--- config.mk ---
export PLATFORM = sky130hd
export DESIGN_NAME = rap_top
export DESIGN_NICKNAME = d
export VERILOG_FILES = /design/src/hw/rap_pkg.sv /design/src/hw/link_hint_decoder.sv /design/src/hw/jump_target_unit.sv /design/src/hw/return_stack.sv /design/src/hw/next_pc_ctrl.sv /design/src/hw/rap_top.sv
export SDC_FILE = /design/constraint.sdc
export NUM_CORES = 1
export LEC_CHECK = 0
export BUFFER_PORTS_ARGS = -buffer_cell sky130_fd_sc_hd__buf_2
export CELL_PAD_IN_SITES_DETAIL_PLACEMENT = 1
export CELL_PAD_IN_SITES_GLOBAL_PLACEMENT = 1
export CORE_MARGIN = 2
export CORE_UTILIZATION = 48
export CTS_CLUSTER_SIZE = 30
export DETAILED_ROUTE_END_ITERATION = 16
export PLACE_DENSITY_LB_ADDON = 0.1
export SYNTH_ARGS = -nofsm -noshare
export SYNTH_HDL_FRONTEND = slang
export SYNTH_SLANG_ARGS = --single-unit
--- constraint.sdc ---
create_clock -name clk_i -period 2.5 [get_ports clk_i]
set_input_delay 0.375 -clock clk_i [delete_from_list [all_inputs] [get_ports clk_i]]
set_output_delay 0.375 -clock clk_i [all_outputs]
set_load 0.03 [all_outputs]
--- src/hw/rap_pkg.sv ---
/*
 * Shared definitions for the return address predictor
 * Major opcodes of the control-flow instruction groups
 * Link register numbers used by the return stack hints
 * Control-flow kind and stack operation enums
 */

`default_nettype none

package rap_pkg;

  ////////////////////////////////////////
  // Major opcodes, instr[6:0]
  ////////////////////////////////////////

  // Unconditional jump with 20-bit offset
  localparam logic [6:0] OPC_JAL    = 7'b110_1111;
  // Register-indirect jump
  localparam logic [6:0] OPC_JALR   = 7'b110_0111;
  // Conditional branches, all funct3 values
  localparam logic [6:0] OPC_BRANCH = 7'b110_0011;

  ////////////////////////////////////////
  // Link registers
  ////////////////////////////////////////

  // Standard return address
  localparam logic [4:0] REG_RA = 5'd1;
  // Alternate link register
  localparam logic [4:0] REG_T0 = 5'd5;

  // Decoded control-flow kind of one instruction
  typedef enum logic [1:0] {
    KIND_SEQ    = 2'd0,
    KIND_JAL    = 2'd1,
    KIND_JALR   = 2'd2,
    KIND_BRANCH = 2'd3
  } cf_kind_e;

  // Stack operation requested by one instruction
  typedef enum logic [1:0] {
    RSB_NONE     = 2'd0,
    RSB_PUSH     = 2'd1,
    RSB_POP      = 2'd2,
    RSB_POP_PUSH = 2'd3
  } rsb_op_e;

endpackage

`default_nettype wire

--- src/hw/link_hint_decoder.sv ---
/*
 * Control-flow decoder for the return address predictor
 * Classifies an instruction as sequential, JAL, JALR or branch
 * Derives the return stack operation from the rd/rs1 link hints
 */

`default_nettype none

module link_hint_decoder
  import rap_pkg::*;
(
  input  logic [31:0] instr_i,
  output cf_kind_e    kind_o,
  output rsb_op_e     rsb_op_o
);

  ////////////////////////////////////////
  // Instruction fields
  ////////////////////////////////////////

  logic [6:0] opcode;
  logic [4:0] rd;
  logic [4:0] rs1;
  logic       rd_link;
  logic       rs1_link;
  logic       same_reg;

  assign opcode = instr_i[6:0];
  assign rd     = instr_i[11:7];
  assign rs1    = instr_i[19:15];

  // Only x1 and x5 act as link registers
  assign rd_link  = (rd == REG_RA) || (rd == REG_T0);
  assign rs1_link = (rs1 == REG_RA) || (rs1 == REG_T0);
  assign same_reg = (rs1 == rd);

  ////////////////////////////////////////
  // Kind decode
  ////////////////////////////////////////

  always_comb begin
    unique case (opcode)
      OPC_JAL:    kind_o = KIND_JAL;
      OPC_JALR:   kind_o = KIND_JALR;
      OPC_BRANCH: kind_o = KIND_BRANCH;
      default:    kind_o = KIND_SEQ;
    endcase
  end

  ////////////////////////////////////////
  // Stack operation from link hints
  ////////////////////////////////////////

  always_comb begin
    rsb_op_o = RSB_NONE;
    unique case (kind_o)
      // JAL has no rs1, a link rd marks a call
      KIND_JAL: begin
        if (rd_link) begin
          rsb_op_o = RSB_PUSH;
        end
      end
      KIND_JALR: begin
        unique case ({rd_link, rs1_link})
          // Plain indirect jump
          2'b00: rsb_op_o = RSB_NONE;
          // Return
          2'b01: rsb_op_o = RSB_POP;
          // Call through a register
          2'b10: rsb_op_o = RSB_PUSH;
          // Coroutine swap unless both name the same register
          2'b11: rsb_op_o = same_reg ? RSB_PUSH : RSB_POP_PUSH;
          default: rsb_op_o = RSB_NONE;
        endcase
      end
      // Branches and everything else never touch the stack
      default: rsb_op_o = RSB_NONE;
    endcase
  end

  // No stack traffic for sequential code or branches
  always_comb begin
    assert final ((kind_o != KIND_SEQ && kind_o != KIND_BRANCH) || rsb_op_o == RSB_NONE)
      else $error("stack operation decoded for a non-jump instruction");
  end

endmodule

`default_nettype wire

--- src/hw/jump_target_unit.sv ---
/*
 * Target address unit
 * Sign-extends the J-type and B-type immediates
 * Computes PC+4, the JAL target and the branch target
 */

`default_nettype none

module jump_target_unit #(
  parameter int XLEN = 32
) (
  input  logic [XLEN-1:0] pc_i,
  input  logic [31:0]     instr_i,
  output logic [XLEN-1:0] seq_pc_o,
  output logic [XLEN-1:0] jal_target_o,
  output logic [XLEN-1:0] br_target_o,
  output logic            br_backward_o
);

  ////////////////////////////////////////
  // Immediates
  ////////////////////////////////////////

  logic [XLEN-1:0] imm_j;
  logic [XLEN-1:0] imm_b;

  // J-type, imm[20|10:1|11|19:12], bit 0 always zero
  assign imm_j = {{(XLEN-20){instr_i[31]}},
                  instr_i[19:12],
                  instr_i[20],
                  instr_i[30:21],
                  1'b0};

  // B-type, imm[12|10:5] and imm[4:1|11], bit 0 always zero
  assign imm_b = {{(XLEN-12){instr_i[31]}},
                  instr_i[7],
                  instr_i[30:25],
                  instr_i[11:8],
                  1'b0};

  ////////////////////////////////////////
  // Target adders
  ////////////////////////////////////////

  // Uncompressed only, so fall-through is always +4
  assign seq_pc_o     = pc_i + XLEN'(4);
  assign jal_target_o = pc_i + imm_j;
  assign br_target_o  = pc_i + imm_b;

  // Negative offset means a loop back edge
  assign br_backward_o = instr_i[31];

endmodule

`default_nettype wire

--- src/hw/return_stack.sv ---
/*
 * Return stack buffer
 * Shifting entry array with entry 0 as the top of stack
 * Saturating fill count, oldest entry dropped on overflow
 * Last pushed value returned while the stack is empty
 */

`default_nettype none

module return_stack #(
  parameter int XLEN  = 32,
  parameter int DEPTH = 4
) (
  input  logic            clk_i,
  input  logic            rst_ni,
  input  logic            push_i,
  input  logic            pop_i,
  input  logic [XLEN-1:0] d_i,
  output logic [XLEN-1:0] q_o,
  output logic            empty_o
);

  // Count runs from 0 up to and including DEPTH
  localparam int CNT_W = $clog2(DEPTH + 1);

  ////////////////////////////////////////
  // Storage
  ////////////////////////////////////////

  logic [XLEN-1:0]  entries [DEPTH];
  logic [XLEN-1:0]  last_push_q;
  logic [CNT_W-1:0] cnt_q;

  // Entry array shifts with every stack operation
  always_ff @(posedge clk_i) begin
    unique case ({push_i, pop_i})
      // Push shifts down and writes the new top
      2'b10: begin
        for (int n = DEPTH - 1; n > 0; n--) begin
          entries[n] <= entries[n-1];
        end
        entries[0] <= d_i;
      end
      // Pop shifts up and the bottom entry keeps its old value
      2'b01: begin
        for (int n = 0; n < DEPTH - 1; n++) begin
          entries[n] <= entries[n+1];
        end
      end
      // Pop then push collapses to replacing the top
      2'b11: entries[0] <= d_i;
      default: ;
    endcase
  end

  // Fallback value for an empty stack
  always_ff @(posedge clk_i or negedge rst_ni) begin
    if (!rst_ni) begin
      last_push_q <= '0;
    end else if (push_i) begin
      last_push_q <= d_i;
    end
  end

  ////////////////////////////////////////
  // Fill count
  ////////////////////////////////////////

  always_ff @(posedge clk_i or negedge rst_ni) begin
    if (!rst_ni) begin
      cnt_q <= '0;
    end else begin
      unique case ({push_i, pop_i})
        // Saturates at DEPTH and the oldest entry is lost
        2'b10: if (cnt_q != CNT_W'(DEPTH)) cnt_q <= cnt_q + 1'b1;
        // Underflow keeps the stack empty
        2'b01: if (cnt_q != '0) cnt_q <= cnt_q - 1'b1;
        // Pop-push on empty leaves exactly one entry
        2'b11: if (cnt_q == '0) cnt_q <= CNT_W'(1);
        default: ;
      endcase
    end
  end

  assign empty_o = (cnt_q == '0);
  assign q_o     = empty_o ? last_push_q : entries[0];

  // Count stays within the array
  assert property (@(posedge clk_i) disable iff (!rst_ni) cnt_q <= CNT_W'(DEPTH))
    else $error("return stack count exceeds DEPTH");

endmodule

`default_nettype wire

--- src/hw/next_pc_ctrl.sv ---
/*
 * Next PC control
 * Selects the predicted next PC from the decoded kind
 * Drives the return stack strobes and registers the prediction
 */

`default_nettype none

module next_pc_ctrl
  import rap_pkg::*;
#(
  parameter int XLEN = 32
) (
  input  logic            clk_i,
  input  logic            rst_ni,
  input  logic            valid_i,
  input  cf_kind_e        kind_i,
  input  rsb_op_e         rsb_op_i,
  input  logic [XLEN-1:0] seq_pc_i,
  input  logic [XLEN-1:0] jal_target_i,
  input  logic [XLEN-1:0] br_target_i,
  input  logic            br_backward_i,
  input  logic [XLEN-1:0] rsb_top_i,
  input  logic            rsb_empty_i,
  output logic            rsb_push_o,
  output logic            rsb_pop_o,
  output logic [XLEN-1:0] rsb_data_o,
  output logic [XLEN-1:0] npc_o,
  output logic            pred_jump_o,
  output logic            pred_valid_o
);

  logic [XLEN-1:0] npc_d;
  logic            jump_d;
  logic            op_push;
  logic            op_pop;

  // Split the op into its push and pop halves
  assign op_push = (rsb_op_i == RSB_PUSH) || (rsb_op_i == RSB_POP_PUSH);
  assign op_pop  = (rsb_op_i == RSB_POP)  || (rsb_op_i == RSB_POP_PUSH);

  ////////////////////////////////////////
  // Next PC selection
  ////////////////////////////////////////

  always_comb begin
    // Default is the sequential path
    npc_d  = seq_pc_i;
    jump_d = 1'b0;
    unique case (kind_i)
      KIND_JAL: begin
        npc_d  = jal_target_i;
        jump_d = 1'b1;
      end
      // Static BTFN rule
      KIND_BRANCH: begin
        if (br_backward_i) begin
          npc_d  = br_target_i;
          jump_d = 1'b1;
        end
      end
      // Return prediction reads the top before this update
      KIND_JALR: begin
        if (op_pop && !rsb_empty_i) begin
          npc_d  = rsb_top_i;
          jump_d = 1'b1;
        end
      end
      default: ;
    endcase
  end

  ////////////////////////////////////////
  // Stack strobes
  ////////////////////////////////////////

  // Both high means pop then push
  assign rsb_push_o = valid_i && op_push;
  assign rsb_pop_o  = valid_i && op_pop;
  // Return address is always the fall-through PC
  assign rsb_data_o = seq_pc_i;

  // Prediction register, one cycle after valid_i
  always_ff @(posedge clk_i or negedge rst_ni) begin
    if (!rst_ni) begin
      pred_valid_o <= 1'b0;
      npc_o        <= '0;
      pred_jump_o  <= 1'b0;
    end else begin
      pred_valid_o <= valid_i;
      if (valid_i) begin
        npc_o       <= npc_d;
        pred_jump_o <= jump_d;
      end
    end
  end

  // Every fetched instruction yields a prediction on the next cycle
  assert property (@(posedge clk_i) disable iff (!rst_ni) valid_i |=> pred_valid_o)
    else $error("prediction missing one cycle after valid_i");

endmodule

`default_nettype wire

--- src/hw/rap_top.sv ---
/*
 * Return address predictor top level
 * Connects decoder, target unit, return stack and next PC control
 */

`default_nettype none

module rap_top
  import rap_pkg::*;
#(
  parameter int XLEN  = 32,
  parameter int DEPTH = 4
) (
  input  logic            clk_i,
  input  logic            rst_ni,
  input  logic            valid_i,
  input  logic [XLEN-1:0] pc_i,
  input  logic [31:0]     instr_i,
  output logic            pred_valid_o,
  output logic [XLEN-1:0] npc_o,
  output logic            pred_jump_o,
  output logic            rsb_empty_o
);

  ////////////////////////////////////////
  // Internal nets
  ////////////////////////////////////////

  // Decode results
  cf_kind_e        kind;
  rsb_op_e         rsb_op;
  // Target addresses
  logic [XLEN-1:0] seq_pc;
  logic [XLEN-1:0] jal_target;
  logic [XLEN-1:0] br_target;
  logic            br_backward;
  // Stack interface
  logic            push;
  logic            pop;
  logic [XLEN-1:0] push_data;
  logic [XLEN-1:0] top;
  logic            empty;

  link_hint_decoder i_decoder (
    .instr_i  (instr_i),
    .kind_o   (kind),
    .rsb_op_o (rsb_op)
  );

  jump_target_unit #(.XLEN(XLEN)) i_targets (
    .pc_i          (pc_i),
    .instr_i       (instr_i),
    .seq_pc_o      (seq_pc),
    .jal_target_o  (jal_target),
    .br_target_o   (br_target),
    .br_backward_o (br_backward)
  );

  return_stack #(.XLEN(XLEN), .DEPTH(DEPTH)) i_rsb (
    .clk_i   (clk_i),
    .rst_ni  (rst_ni),
    .push_i  (push),
    .pop_i   (pop),
    .d_i     (push_data),
    .q_o     (top),
    .empty_o (empty)
  );

  next_pc_ctrl #(.XLEN(XLEN)) i_ctrl (
    .clk_i         (clk_i),
    .rst_ni        (rst_ni),
    .valid_i       (valid_i),
    .kind_i        (kind),
    .rsb_op_i      (rsb_op),
    .seq_pc_i      (seq_pc),
    .jal_target_i  (jal_target),
    .br_target_i   (br_target),
    .br_backward_i (br_backward),
    .rsb_top_i     (top),
    .rsb_empty_i   (empty),
    .rsb_push_o    (push),
    .rsb_pop_o     (pop),
    .rsb_data_o    (push_data),
    .npc_o         (npc_o),
    .pred_jump_o   (pred_jump_o),
    .pred_valid_o  (pred_valid_o)
  );

  // Stack level is visible outside
  assign rsb_empty_o = empty;

endmodule

`default_nettype wire

==> flow_summary.json, run 1 <==
{
  "grt_max_degree": 41,
  "hold_buffers": 0,
  "first-error": "[ERROR GRT-0232] Routing congestion too high. Check the congestion heatmap in the GUI.",
  "synth-seq-cells": 165,
  "synth_ff_type": "edfxtp_1",
  "clock-sinks": 165,
  "cts-root-buf": "clkbuf_16",
  "failed_stage": "global routing (5_1_grt)",
  "yosysWarnings": 0,
  "yosysTopAreaCellShare_pct": 35.27,
  "post-dp-hpwl_mm": 30.92,
  "io_buffers": 101,
  "cts_buffers": 17,
  "clock_path_buffers": 2,
  "die_y_microns": 154.7,
  "yosysSeqAreaShare_pct": 43.77,
  "worstEndpointType": "register data pin",
  "overflow": 712,
  "syn_avg_cell_area_sq_um": 10.56,
  "synth_area_sq_um": 10900,
  "synth.distinct_cells": 83,
  "status": "did not finish",
  "syn-instance-count": 1032,
  "ios": 102,
  "dieWidth_microns": 154.7,
  "synth_top_cell_by_area": "edfxtp_1",
  "synthesis.nets": 1155,
  "synth_edf_count": 128,
  "initial_core_util_pct": 48.58,
  "num_rows": 55,
  "grt_worst_setup_endpoint": "i_ctrl.npc_o[18]$_DFFE_PN0P_/D",
  "ys_async_sr_fraction_pct": 22.42,
  "grtUsageTotal_pct": 86.24,
  "h-tree-depth": 4,
  "synthTopCellsByArea": "edfxtp_1 35%, dfrtp_1 8.5%, mux2_2 7.1%, ha_1 6.2%, a21oi_1 3.7%",
  "place.gp.congestion": 0.9399
}
## per-layer routing
metal  GRT usage [%]  overflow
met4           97.57       285
met2           102.8       415
met1           84.69         8
met3           68.00         4
met5           24.02         0
## kinds of logic after synthesis
| group | synth area share [%] |
|---|---|
| AO/OA/AOI/OAI | 19.82 |
| flip-flops | 43.77 |
| multiplexers | 8.014 |
| AND/OR/NAND/NOR | 12.30 |
| adder cells (fa/ha/maj) | 6.567 |
| XOR/XNOR | 6.028 |
| buffers and inverters | 3.513 |
## synthesized netlist by cell type, drive strengths merged, types with 18 or more instances
cell type  number
nand4          22
nand2          60
a21o           21
mux2           71
edfxtp        128
dfrtp          37
nor2          100
ha             54
clkbuf         44
xnor2          39
a221oi         18
buf            21
a21oi          84
inv            24
o21a           18
xor2           36
nand3          24
o21ai          43
## through the flow
| stage | setup WS (ns) | cells | cell area (sq um) | hold WS, ns | setup TNS [ns] |
|---|---|---|---|---|---|
| 3_5_place_dp | -0.6941 | 1629 | 13910 | 0.4307 | -113.18 |
| 3_3_place_gp | -0.5498 | 1629 | 13910 | 0.4231 | -89.08 |
| 2_1_floorplan | -0.2785 | 1032 | 11320 | 0.07941 | -39.64 |
| 4_1_cts | -0.09451 | 1699 | 15620 | 0.1658 | -2.491 |
## what timing repair did
item	CTS
gates resized for setup	153
endpoints found under the setup margin	117
buffers inserted	29
pin swaps	33
cloned	9
==> run 2, diff against run 1 <==
CELL_PAD_IN_SITES_DETAIL_PLACEMENT = unset   (was 1)
CELL_PAD_IN_SITES_GLOBAL_PLACEMENT = unset   (was 1)
CORE_UTILIZATION = 40   (was 48)
CTS_CLUSTER_SIZE = unset   (was 30)
PLACE_DENSITY_LB_ADDON = 0.15   (was 0.1)
==> flow_summary.json, run 2 <==
{
  "status": "complete, but fails checks",
  "violations": "setup timing",
  "largest_register_ffs": 128,
  "clockPowerShare_pct": 34.9,
  "synthTopCellsByArea": "edfxtp_1 35%, dfrtp_1 8.5%, mux2_2 7.1%, ha_1 6.2%, a21oi_1 3.7%",
  "reg2regPathDepth": 8,
  "worst_pin_slew_ns": 0.9657,
  "clk-insertion-delay-late_ns": 0.43,
  "synth-seq-cells": 165,
  "clock_path_buffers": 2,
  "syn-instance-count": 1032,
  "leakage_nw": 6.284,
  "synth_top_cell_by_area": "edfxtp_1",
  "grtUsageTotal_pct": 23.93,
  "relSlewSlack_pct": 35.62,
  "vias": 9747,
  "max-cap-violations": 0,
  "period_share_pct": 104.1,
  "finalHoldViolCount": 0,
  "clk_pin_slew_worst_paths_ns": 0.07,
  "seqPwrFrac_pct": 40.3,
  "hold_path_class": "input port to async pin",
  "synth_commonest_cells": "128 x edfxtp_1, 98 x nor2_1, 81 x a21oi_1",
  "worstPathArrival_ns": 2.78,
  "dpl_worst_slack_ns": -0.7126,
  "dieWidth_microns": 169.1,
  "post-dp-hpwl_mm": 26.16,
  "power.net_switching_w": 0.002230,
  "ios": 102,
  "synth.distinct_cells": 83,
  "drcViolationCount": 0,
  "clock-sinks": 165,
  "cts-root-buf": "clkbuf_16",
  "power.density_nw_per_um2": 473.3,
  "critPathRequiredTime_ns": 2.68,
  "final_nets": 1494,
  "h-tree-depth": 4,
  "syn_avg_cell_area_sq_um": 10.56,
  "grt_pass1_wl_mm": 52.25,
  "cp_max_fo": 6,
  "antenna_found_initial": 1,
  "vdd_drop_max_uv": 412.8,
  "ant_nets": 0,
  "grt_max_degree": 40,
  "ys_async_sr_fraction_pct": 22.42,
  "place.gp.congestion": 0.8942,
  "fmax_mhz": 384.1,
  "rsz0062_at_grt": "true",
  "fin_area_sq_um": 15920,
  "setup_slack_ns": -0.1036,
  "regMostFlops": "i_rsb.entries",
  "power.internal_w": 0.005304,
  "synth_area_sq_um": 10900,
  "synth.most_common_cell": "edfxtp_1",
  "final_common_cell": "buf_4",
  "die-area_sq_um": 28580,
  "combPwrFrac_pct": 24.8,
  "initial_core_util_pct": 40.55,
  "worst_setup_path_end_kind": "register",
  "finalClockSkew_ns": 0.005480,
  "n_fill_cell": 2265,
  "wl_per_cell_microns": 21.31,
  "cts_buffers": 17,
  "swShare_pct": 29.61,
  "start_kind": "input port",
  "slew_violations": 0,
  "synth_ff_type": "edfxtp_1",
  "post_dp_cell_area_sq_um": 13730,
  "grtUsageMet3_pct": 3.741,
  "viasPerCell": 5.650,
  "die_y_microns": 169.1,
  "critPathKind": "input port to register",
  "cts_tree": "done",
  "period_minus_slack_ns": 2.604,
  "synth_edf_count": 128,
  "dr.pass1.iters": 5,
  "yosysWarnings": 0,
  "io_buffers": 101,
  "use_met2_pct": 40.93,
  "overflow": 0,
  "reg_top3": "i_rsb.entries (128), i_ctrl.npc_o (32), i_rsb.cnt_q (3)",
  "final_util_pct": 59.23,
  "num_rows": 60,
  "core_sq_um": 26880,
  "setup_viol": 78,
  "grt_pass1_vias": 9394,
  "layout-drive-gt1-share_pct": 48.52,
  "yosysTopAreaCellShare_pct": 35.27,
  "final_cell_mix": "234 x buf_4, 128 x edfxtp_1, 96 x buf_2",
  "syn2layout_area_growth_pct": 46.06,
  "dr.first_iter.drc_count": 776,
  "routed_wl_mm": 36.76,
  "use_met1_pct": 30.91,
  "synthesis.nets": 1155,
  "busiest_layer": "met2",
  "yosysSeqAreaShare_pct": 43.77
}
[run 2: cell counts after synthesis]
Identical to the previous run, type by type.
[run 2: per-layer routing]
metal  vias to the layer above  wire length (microns)
met5                         -                      0
met4                         0                   1126
met3                        65                   1654
met2                       303                  17900
met1                      4751                  16080
li1                       4628                      -
[run 2: path summary, 6_finish.rpt]
| kind | startpoint | end | slack (ns) |
|---|---|---|---|
| max | instr_i[6] | i_rsb.entries[0][12] | -0.10 |
| max reg2reg | i_rsb.cnt_q[1] | i_ctrl.npc_o[13] | 0.26 |
| min reg2reg | i_rsb.entries[2][1] | i_rsb.entries[3][1] | 0.45 |
| min | rst_ni | i_ctrl.npc_o[28] | 0.08 |
| min in group clk_i | pc_i[0] | i_rsb.entries[0][0] | 0.28 |
| max in group asynchronous | rst_ni | i_ctrl.npc_o[10] | 1.80 |
[run 2: what timing repair did]
action	4_1_cts	5_1_grt
hold buffers	0	0
gates resized for setup	49	194
endpoints found under the hold margin	0	0
cloned	0	17
setup buffers	12	15
endpoints found under the setup margin	81	162
pin swaps	25	31
[run 2: area by class of cell]
cell class / instances / area (sq um) / area share, %
multi-input cells: 778 / 6883 / 43.24
flip-flops and latches: 165 / 4770 / 29.96
repair buffers: 385 / 3158 / 19.84
well taps: 341 / 426.7 / 2.680
clock buffers: 17 / 425.4 / 2.673
clock inverters: 14 / 153.9 / 0.9668
inverters: 24 / 98.84 / 0.6210
diodes: 1 / 2.502 / 0.01572
[run 2: through the flow]
step           hold slack [ns]  setup TNS [ns]  total power [W]  instances
3_5_place_dp            0.4293         -100.17         0.004810       1650
5_1_grt                 0.1467          -11.00         0.007817       1724
3_3_place_gp            0.4235          -88.88         0.004801       1650
6_report               0.08230          -2.267         0.007534       1725
4_1_cts                 0.1205         -0.5308         0.007474       1692
2_1_floorplan          0.07941          -39.64         0.004032       1032
[run 2: worst max-delay path, cell delays in order]
cell	delay (ns)
buf_6	0.09
nor2b_4	0.11
nand4_1	0.09
buf_6	0.13
nand2b_4	0.13
inv_4	0.04
ha_4	0.27
nand4bb_4	0.12
a2111oi_4	0.24
nand2_2	0.16
inv_4	0.12
ha_4	0.19
buf_6	0.11
nand2b_4	0.10
buf_12	0.17
clkbuf_16	0.17
nor2_4	0.10
a21oi_2	0.03
[run 2: kinds of logic (layout without fill, tap and decap cells)]
logic type      after synthesis  after routing  share of synthesized area [%]
compound gates              296            296                          19.82
simple gates                273            273                          12.30
flops                       165            165                          43.77
buf+inv                      89            440                          3.513
mux                          78             78                          8.014
xor+xnor                     75             75                          6.028
fa+ha+maj                    56             56                          6.567
other cells                   0              1                              0
[run 2: power groups by stage]
stage	sequential (W)	clock, W	combinational (W)
2_1_floorplan	0.00319	0	0.000847
3_3_place_gp	0.00309	0	0.00171
3_5_place_dp	0.00309	0	0.00172
4_1_cts	0.00303	0.00265	0.00179
5_1_grt	0.00304	0.00277	0.00201
6_report	0.00304	0.00263	0.00187
No activity file was read; power rests on OpenSTA's default activity.
